File: src/fetch_macros.svh
`ifndef FETCH_MACROS_SVH
`define FETCH_MACROS_SVH

// ==================================================
// Fetch front end parameters
// ==================================================

// Address and instruction width
`define FETCH_XLEN 32

// Halfword banks, the interleave needs exactly two
`define FETCH_NUM_BANKS 2

// Halfwords per bank, 2 x 64 halfwords give 256 bytes of program space
`define FETCH_BANK_DEPTH 64

// PC loaded while reset is asserted
`define FETCH_RESET_VECTOR 32'h0000_0000

`endif

File: src/fetch_pkg.sv
`default_nettype none
`include "fetch_macros.svh"

package fetch_pkg;

  // ==================================================
  // Vector types
  // ==================================================

  // Byte address
  typedef logic [`FETCH_XLEN-1:0] addr_t;

  // Assembled instruction word
  typedef logic [`FETCH_XLEN-1:0] inst_t;

  // One halfword of program memory
  typedef logic [15:0] hword_t;

  // Halfword index over the whole program memory
  typedef logic [$clog2(`FETCH_NUM_BANKS * `FETCH_BANK_DEPTH)-1:0] hidx_t;

  // Row inside one bank
  typedef logic [$clog2(`FETCH_BANK_DEPTH)-1:0] row_t;

  // ==================================================
  // Fetch exception code
  // ==================================================

  // Listed in decreasing priority after EXC_NONE
  typedef enum logic [2:0] {
    EXC_NONE         = 3'd0,
    EXC_MISALIGNED   = 3'd1,
    EXC_ACCESS_FAULT = 3'd2,
    EXC_ILLEGAL      = 3'd3,
    EXC_BREAKPOINT   = 3'd4,
    EXC_ECALL        = 3'd5
  } exc_e;

endpackage

`default_nettype wire

File: src/bank_if.sv
`timescale 1ns/1ps
`default_nettype none

// One halfword bank: read port plus write controls
interface bank_if
  import fetch_pkg::*;
();

  // Read side, row in, halfword out in the same cycle
  row_t   rd_row;
  hword_t rd_data;

  // Write side, sampled at the clock edge
  logic   wr_en;
  row_t   wr_row;
  hword_t wr_data;

  // PC generator drives addressing and write routing
  modport generator (
    output rd_row,
    output wr_en,
    output wr_row,
    output wr_data
  );

  // Memory bank itself
  modport bank (
    input  rd_row,
    input  wr_en,
    input  wr_row,
    input  wr_data,
    output rd_data
  );

  // Align block only looks at the read data
  modport drain (
    input rd_data
  );

endinterface

`default_nettype wire

File: src/fetch_align.sv
`timescale 1ns/1ps
`default_nettype none
`include "fetch_macros.svh"

module fetch_align
  import fetch_pkg::*;
(
  input  wire logic  rst_ni,
  input  wire logic  stall_i,
  input  wire logic  redirect_i,
  // C extension enable
  input  wire logic  misa_c_i,
  input  wire addr_t pc_i,
  bank_if.drain      banks_i [`FETCH_NUM_BANKS],
  output logic       is_comp_o,
  output inst_t      inst_o,
  output exc_e       exc_o,
  output logic       valid_o
);

  // Halfwords of program memory in total
  localparam int unsigned NumHwords = `FETCH_NUM_BANKS * `FETCH_BANK_DEPTH;

  // System encodings
  localparam inst_t  InstEbreak  = 32'h0010_0073;
  localparam inst_t  InstEcall   = 32'h0000_0073;
  localparam hword_t InstCEbreak = 16'h9002;

  hword_t bank_data [`FETCH_NUM_BANKS];
  hword_t lo_hw;
  hword_t hi_hw;
  logic   is_comp;

  // Full halfword index and its successor, no truncation
  logic [`FETCH_XLEN-1:0] h_idx;
  logic [`FETCH_XLEN-1:0] h_next;

  logic misaligned;
  logic access_fault;
  logic illegal;
  logic breakpoint;
  logic ecall;

  // ==================================================
  // Halfword assembly
  // ==================================================

  for (genvar b = 0; b < `FETCH_NUM_BANKS; b++) begin : gen_drain
    assign bank_data[b] = banks_i[b].rd_data;
  end

  // pc bit 1 is the parity of h and names the bank of the low half
  assign lo_hw = bank_data[pc_i[1]];
  assign hi_hw = bank_data[!pc_i[1]];

  // Anything other than 2'b11 in the low bits is a 16-bit encoding
  assign is_comp   = (lo_hw[1:0] != 2'b11);
  assign is_comp_o = is_comp;

  // 16-bit instructions are shown zero-extended
  assign inst_o = is_comp ? {16'h0000, lo_hw} : {hi_hw, lo_hw};

  // ==================================================
  // Exception classification
  // ==================================================

  assign h_idx  = pc_i >> 1;
  assign h_next = h_idx + 1'b1;

  // Halfword alignment with C, word alignment without
  assign misaligned = misa_c_i ? pc_i[0] : (pc_i[1:0] != 2'b00);

  // Either half of the instruction past the end of memory
  assign access_fault = (h_idx >= NumHwords) || (!is_comp && (h_next >= NumHwords));

  // Compressed code without C, the zero halfword, reserved 32-bit opcodes
  assign illegal = (is_comp && !misa_c_i)
                || (is_comp && (lo_hw == 16'h0000))
                || (!is_comp && (lo_hw[4:2] == 3'b111));

  assign breakpoint = is_comp ? (lo_hw == InstCEbreak) : (inst_o == InstEbreak);
  assign ecall      = !is_comp && (inst_o == InstEcall);

  // Output is valid only outside reset, stall and redirect
  assign valid_o = rst_ni && !stall_i && !redirect_i;

  // Fixed priority, nothing reported without a valid fetch
  always_comb begin
    if (!valid_o) begin
      exc_o = EXC_NONE;
    end else if (misaligned) begin
      exc_o = EXC_MISALIGNED;
    end else if (access_fault) begin
      exc_o = EXC_ACCESS_FAULT;
    end else if (illegal) begin
      exc_o = EXC_ILLEGAL;
    end else if (breakpoint) begin
      exc_o = EXC_BREAKPOINT;
    end else if (ecall) begin
      exc_o = EXC_ECALL;
    end else begin
      exc_o = EXC_NONE;
    end
  end

endmodule

`default_nettype wire

File: src/fetch_pc_gen.sv
`timescale 1ns/1ps
`default_nettype none
`include "fetch_macros.svh"

module fetch_pc_gen
  import fetch_pkg::*;
(
  input  wire logic   clk_i,
  input  wire logic   rst_ni,
  input  wire logic   stall_i,
  input  wire logic   redirect_i,
  input  wire addr_t  redirect_pc_i,
  // Length of the instruction at pc, from the align block
  input  wire logic   is_comp_i,
  input  wire logic   wr_en_i,
  input  wire hidx_t  wr_hidx_i,
  input  wire hword_t wr_data_i,
  output addr_t       pc_o,
  bank_if.generator   banks_o [`FETCH_NUM_BANKS]
);

  localparam int unsigned HidxW = $bits(hidx_t);

  addr_t pc_q;
  addr_t pc_incr;
  addr_t pc_next;

  // Halfword index of the low and high half of the fetch
  hidx_t h_lo;
  hidx_t h_hi;

  // ==================================================
  // PC register
  // ==================================================

  // Sequential step follows the reported length
  assign pc_incr = is_comp_i ? (pc_q + addr_t'(2)) : (pc_q + addr_t'(4));

  // Redirect beats stall, stall beats the step
  always_comb begin
    if (redirect_i) begin
      pc_next = redirect_pc_i;
    end else if (stall_i) begin
      pc_next = pc_q;
    end else begin
      pc_next = pc_incr;
    end
  end

  always_ff @(posedge clk_i) begin
    if (!rst_ni) begin
      pc_q <= addr_t'(`FETCH_RESET_VECTOR);
    end else begin
      pc_q <= pc_next;
    end
  end

  assign pc_o = pc_q;

  // ==================================================
  // Bank addressing and write routing
  // ==================================================

  // PC bit 0 plays no part in addressing
  assign h_lo = pc_q[HidxW:1];
  // Wraps at the end of memory, the align block flags that case
  assign h_hi = h_lo + hidx_t'(1);

  for (genvar b = 0; b < `FETCH_NUM_BANKS; b++) begin : gen_route
    // Each bank holds exactly one of h and h+1
    // Even h hits both banks at the same row, odd h steps bank 0 one row on
    assign banks_o[b].rd_row = (h_lo[0] == 1'(b)) ? h_lo[HidxW-1:1] : h_hi[HidxW-1:1];

    // Write goes to the bank named by the index parity
    assign banks_o[b].wr_en   = wr_en_i && (wr_hidx_i[0] == 1'(b));
    assign banks_o[b].wr_row  = wr_hidx_i[HidxW-1:1];
    assign banks_o[b].wr_data = wr_data_i;
  end

endmodule

`default_nettype wire

File: src/fetch_top.sv
`timescale 1ns/1ps
`default_nettype none
`include "fetch_macros.svh"

module fetch_top
  import fetch_pkg::*;
(
  input  wire logic   clk_i,
  input  wire logic   rst_ni,
  // Hold the PC
  input  wire logic   stall_i,
  // Jump strobe and its target
  input  wire logic   redirect_i,
  input  wire addr_t  redirect_pc_i,
  // C extension enable
  input  wire logic   misa_c_i,
  // Program memory write strobe
  input  wire logic   wr_en_i,
  input  wire hidx_t  wr_hidx_i,
  input  wire hword_t wr_data_i,
  output logic        valid_o,
  output addr_t       pc_o,
  output inst_t       inst_o,
  output logic        is_comp_o,
  output exc_e        exc_o
);

  // ==================================================
  // Bank buses
  // ==================================================

  bank_if bank_bus [`FETCH_NUM_BANKS] ();

  // ==================================================
  // PC generator
  // ==================================================

  // Step length comes back from the align block
  fetch_pc_gen i_pc_gen (
    .clk_i         (clk_i),
    .rst_ni        (rst_ni),
    .stall_i       (stall_i),
    .redirect_i    (redirect_i),
    .redirect_pc_i (redirect_pc_i),
    .is_comp_i     (is_comp_o),
    .wr_en_i       (wr_en_i),
    .wr_hidx_i     (wr_hidx_i),
    .wr_data_i     (wr_data_i),
    .pc_o          (pc_o),
    .banks_o       (bank_bus)
  );

  // ==================================================
  // Halfword banks
  // ==================================================

  for (genvar b = 0; b < `FETCH_NUM_BANKS; b++) begin : gen_bank
    imem_bank i_bank (
      .clk_i   (clk_i),
      .rst_ni  (rst_ni),
      .port_io (bank_bus[b])
    );
  end

  // ==================================================
  // Align and predecode
  // ==================================================

  fetch_align i_align (
    .rst_ni     (rst_ni),
    .stall_i    (stall_i),
    .redirect_i (redirect_i),
    .misa_c_i   (misa_c_i),
    .pc_i       (pc_o),
    .banks_i    (bank_bus),
    .is_comp_o  (is_comp_o),
    .inst_o     (inst_o),
    .exc_o      (exc_o),
    .valid_o    (valid_o)
  );

endmodule

`default_nettype wire

File: src/imem_bank.sv
`timescale 1ns/1ps
`default_nettype none
`include "fetch_macros.svh"

module imem_bank
  import fetch_pkg::*;
(
  input  wire logic clk_i,
  input  wire logic rst_ni,
  bank_if.bank      port_io
);

  // ==================================================
  // Halfword storage
  // ==================================================

  hword_t mem [`FETCH_BANK_DEPTH];

  // Write lands at the edge, readable from the next cycle on
  always_ff @(posedge clk_i) begin
    if (!rst_ni) begin
      // Walk every row back to zero
      for (int row = 0; row < `FETCH_BANK_DEPTH; row++) begin
        mem[row] <= '0;
      end
    end else if (port_io.wr_en) begin
      mem[port_io.wr_row] <= port_io.wr_data;
    end
  end

  // ==================================================
  // Read port
  // ==================================================

  // Combinational read so fetch completes in one cycle
  assign port_io.rd_data = mem[port_io.rd_row];

endmodule

`default_nettype wire

File: config.mk
export PLATFORM = sky130hd
export DESIGN_NAME = fetch_top
export DESIGN_NICKNAME = d
export VERILOG_FILES = /design/src/fetch_pkg.sv /design/src/bank_if.sv /design/src/fetch_align.sv /design/src/fetch_pc_gen.sv /design/src/fetch_top.sv /design/src/imem_bank.sv
export VERILOG_INCLUDE_DIRS = /design/src
export SDC_FILE = /design/constraint.sdc
export NUM_CORES = 2
export LEC_CHECK = 0
export BUFFER_PORTS_ARGS = -buffer_cell sky130_fd_sc_hd__buf_2
export CAP_MARGIN = 20
export CORE_AREA = 2 2 532 534
export CTS_CLUSTER_SIZE = 25
export DETAILED_ROUTE_END_ITERATION = 16
export DIE_AREA = 0 0 534 536
export GPL_ROUTABILITY_DRIVEN = 0
export HOLD_SLACK_MARGIN = 0.1
export PLACE_DENSITY_LB_ADDON = 0.12
export SLEW_MARGIN = 20
export SYNTH_ARGS = -nofsm -noshare
export SYNTH_HDL_FRONTEND = slang
export SYNTH_HIERARCHICAL = 1
export SYNTH_SLANG_ARGS = --single-unit
File: constraint.sdc
create_clock -name clk_i -period 5.4 [get_ports clk_i]
set_input_delay 0.81 -clock clk_i [delete_from_list [all_inputs] [get_ports clk_i]]
set_output_delay 0.81 -clock clk_i [all_outputs]
set_load 0.05 [all_outputs]
==> results.toml <==
[route]
wl_mm = 320
first_pass_iters = 5
vias_per_cell = 5.26
route.vias.total = 58500
drc = 0
drt-initial-drc-count = 5870
wl_per_cell_um = 28.8
ant_nets = 0

[sta]
whs_ns = 0.174
worst_pin_slew_ns = 1.13
relSlewSlack_pct = 24.7
fin_crit_sh_pct = 119
clock_skew_ns = 0.0612
hold_violations = 0
finalCriticalPeriod_ns = 6.42
rsz0062_at_grt = "true"
slew_viol_final = 0
max_freq_mhz = 156
setup_viol = 21
layout_setup_ws_ns = -1.02

[run_status]
status = "complete, but fails checks"
violations = "negative setup slack"

[clock_tree]
clock_path_buffers = 4
root_buffer = "clkbuf_16"
worstSkewPairLatency_ns = 0.91
cts_made_buffers = 234
cts_tree = "yes"
cts_sinks = 2080
clkTransAtPathRegs_ns = 0.06
h-tree-depth = 4

[logic_synthesis]
avgSynthCellArea_um2 = 14.7
synth_largest_area_cell = "edfxtp_1"
synth_warnings = 6
ys_types = 72
syn_inst = 6648
synth.area.top_cells = "edfxtp_1, and2_1, mux4_2"
yosysMostFrequentCell = "edfxtp_1"
synth_nets = 6713
synth_top_cells_by_count = "edfxtp_1, and2_1, mux4_2"
ys_ff_latch = 2080
synth_edf_count = 2048
syn-cell-area_um2 = 97900
synth_top_area_share_pct = 62.8
synth-main-ff-cell = "edfxtp_1"
async_flop_share_pct = 0
synth_seq_area_share_pct = 63.5

[cells_and_area]
drive_gt1_share_pct = 29.4
syn_to_final_growth_pct = 19.9
num-nets-final = 7236
utilization_pct = 41.8
fin_cells = 11100

[global_route]
gr-total-overflow = 0
grt_use_total_pct = 22.1
grt_max_degree = 98
grt_pass1_vias = 58800
grt_pass1_wl_mm = 455
antenna_found_initial = 17

[critical_path]
critPathKind = "reg -> out"
crit_fanout = 5
end_kind = "output port"
required_ns = 4.59
cp_data_arrival_time_ns = 5.61
cp-start-kind = "register"

[pwr]
finalPower_mw = 41.7
peakVddDrop_mv = 0.280
powerDensity_nw_per_um2 = 356
leakagePower_nw = 40.9

[die]
io_pins = 130
dieArea_um2 = 286000
fp.coreArea_um2 = 281000
start_util_pct = 34.9
die_w_um = 534
die_h_um = 536
num_rows = 195

[placement]
dp.cells = 10600
dpl.hpwl_mm = 199
portBuffers = 129

[min_path]
hp-class = "in -> reg"

[flow_run]
drv_cap = 0
sequential cells by signal, summed over array words and instances, names as in the netlist:
register / cells
gen_bank.i_bank/mem: 2048
i_pc_gen/pc_o: 32
metal layers:
metal	vias to the layer above	share of wire, %	global-route usage (%)
li1	25600	-	-
met1	30800	46	32.8
met5	-	0	0
met4	0	2.1	4.70
met2	1767	46	34.5
met3	347	5.8	2.77
cell families after synthesis:
| logic type | count (synthesis) | share of synthesized area [%] |
|---|---|---|
| AOI/OAI and AO/OA | 455 | 2.98 |
| adders and majority gates | 4 | 0.0511 |
| and+or+nand+nor | 2710 | 16.7 |
| DFF | 2080 | 63.5 |
| muxes | 657 | 12.9 |
| buffers and inverters | 704 | 3.46 |
| xor gates and xnor gates | 38 | 0.340 |
where the power goes:
group / internal [mW] / switching, mW / total, mW
Combinational: 3.13 / 4.13 / 7.26
Clock: 8.94 / 6.76 / 15.7
Sequential: 18.5 / 0.270 / 18.8
layout make-up:
class                      count  area [µm²]
fill                       25500      163000
sequential                  2080       62200
clock buffer                 282        6120
tap                         3743        4680
timing repair inverter         1        8.76
antenna                       16        40.0
inverter                      23         113
clock inverter               145        1280
multi-input combinational   3864       34000
timing repair buffer         967        8990
final timing paths:
path                     from  slack [ns]           endpoint  cells past startpoint
max          i_pc_gen/pc_o[2]       -1.02           exc_o[0]                     23
min          redirect_pc_i[0]        0.17   i_pc_gen/pc_o[0]                      3
max reg2reg  i_pc_gen/pc_o[2]        0.21  i_pc_gen/pc_o[17]                     26
min reg2reg  i_pc_gen/pc_o[0]        0.56   i_pc_gen/pc_o[0]                      2
layout by cell type, fill, tap and decap left out, types with 63 or more instances in the layout:
cell / instances
and2_1: 1961
clkbuf_16: 244
nor2_1: 134
buf_2: 80
a22oi_1: 63
mux2i_1: 105
nand2_1: 90
nand3_1: 72
mux4_2: 480
buf_4: 693
buf_12: 90
and3_1: 113
edfxtp_1: 2048
o21ai_1: 107
repair_timing:
action | in CTS | in global routing
hold buffers | 2 | 0
resized for setup | 188 | 247
cloned | 7 | 7
pin swaps | 22 | 68
buffers inserted | 46 | 61
endpoints found under the hold margin | 2 | 0
endpoints found under the setup margin | 36 | 31
through the flow:
| stage | setup WS (ns) | instance area, µm² | setup TNS, ns |
|---|---|---|---|
| 2_1_floorplan | 0.00866 | 97900 | 0 |
| 3_5_place_dp | -0.605 | 107000 | -1.70 |
| 6_report | -1.02 | 117000 | -8.66 |
| 5_1_grt | -1.15 | 117000 | -11.61 |
| 4_1_cts | -1.20 | 116000 | -9.56 |
| 3_3_place_gp | -1.29 | 107000 | -4.11 |
worst max-delay path: stages (launching register included):
cell       delay, ns
dfxtp_4         0.36
buf_6           0.13
ha_4            0.37
clkinv_8        0.14
buf_16          0.18
buf_8           0.13
buf_8           0.12
mux4_2          0.43
a22oi_2         0.20
buf_6           0.17
nand4_1         0.20
nand2_1         0.16
a211oi_2        0.06
clkbuf_16       0.19
mux2i_4         0.17
nand4_1         0.19
buf_4           0.19
nor4_4          0.14
buf_4           0.16
nand4_1         0.18
a21oi_2         0.20
nand4_1         0.14
a21boi_2        0.27
buf_12          0.17
Note: power is estimated with default switching activity, not from simulation.
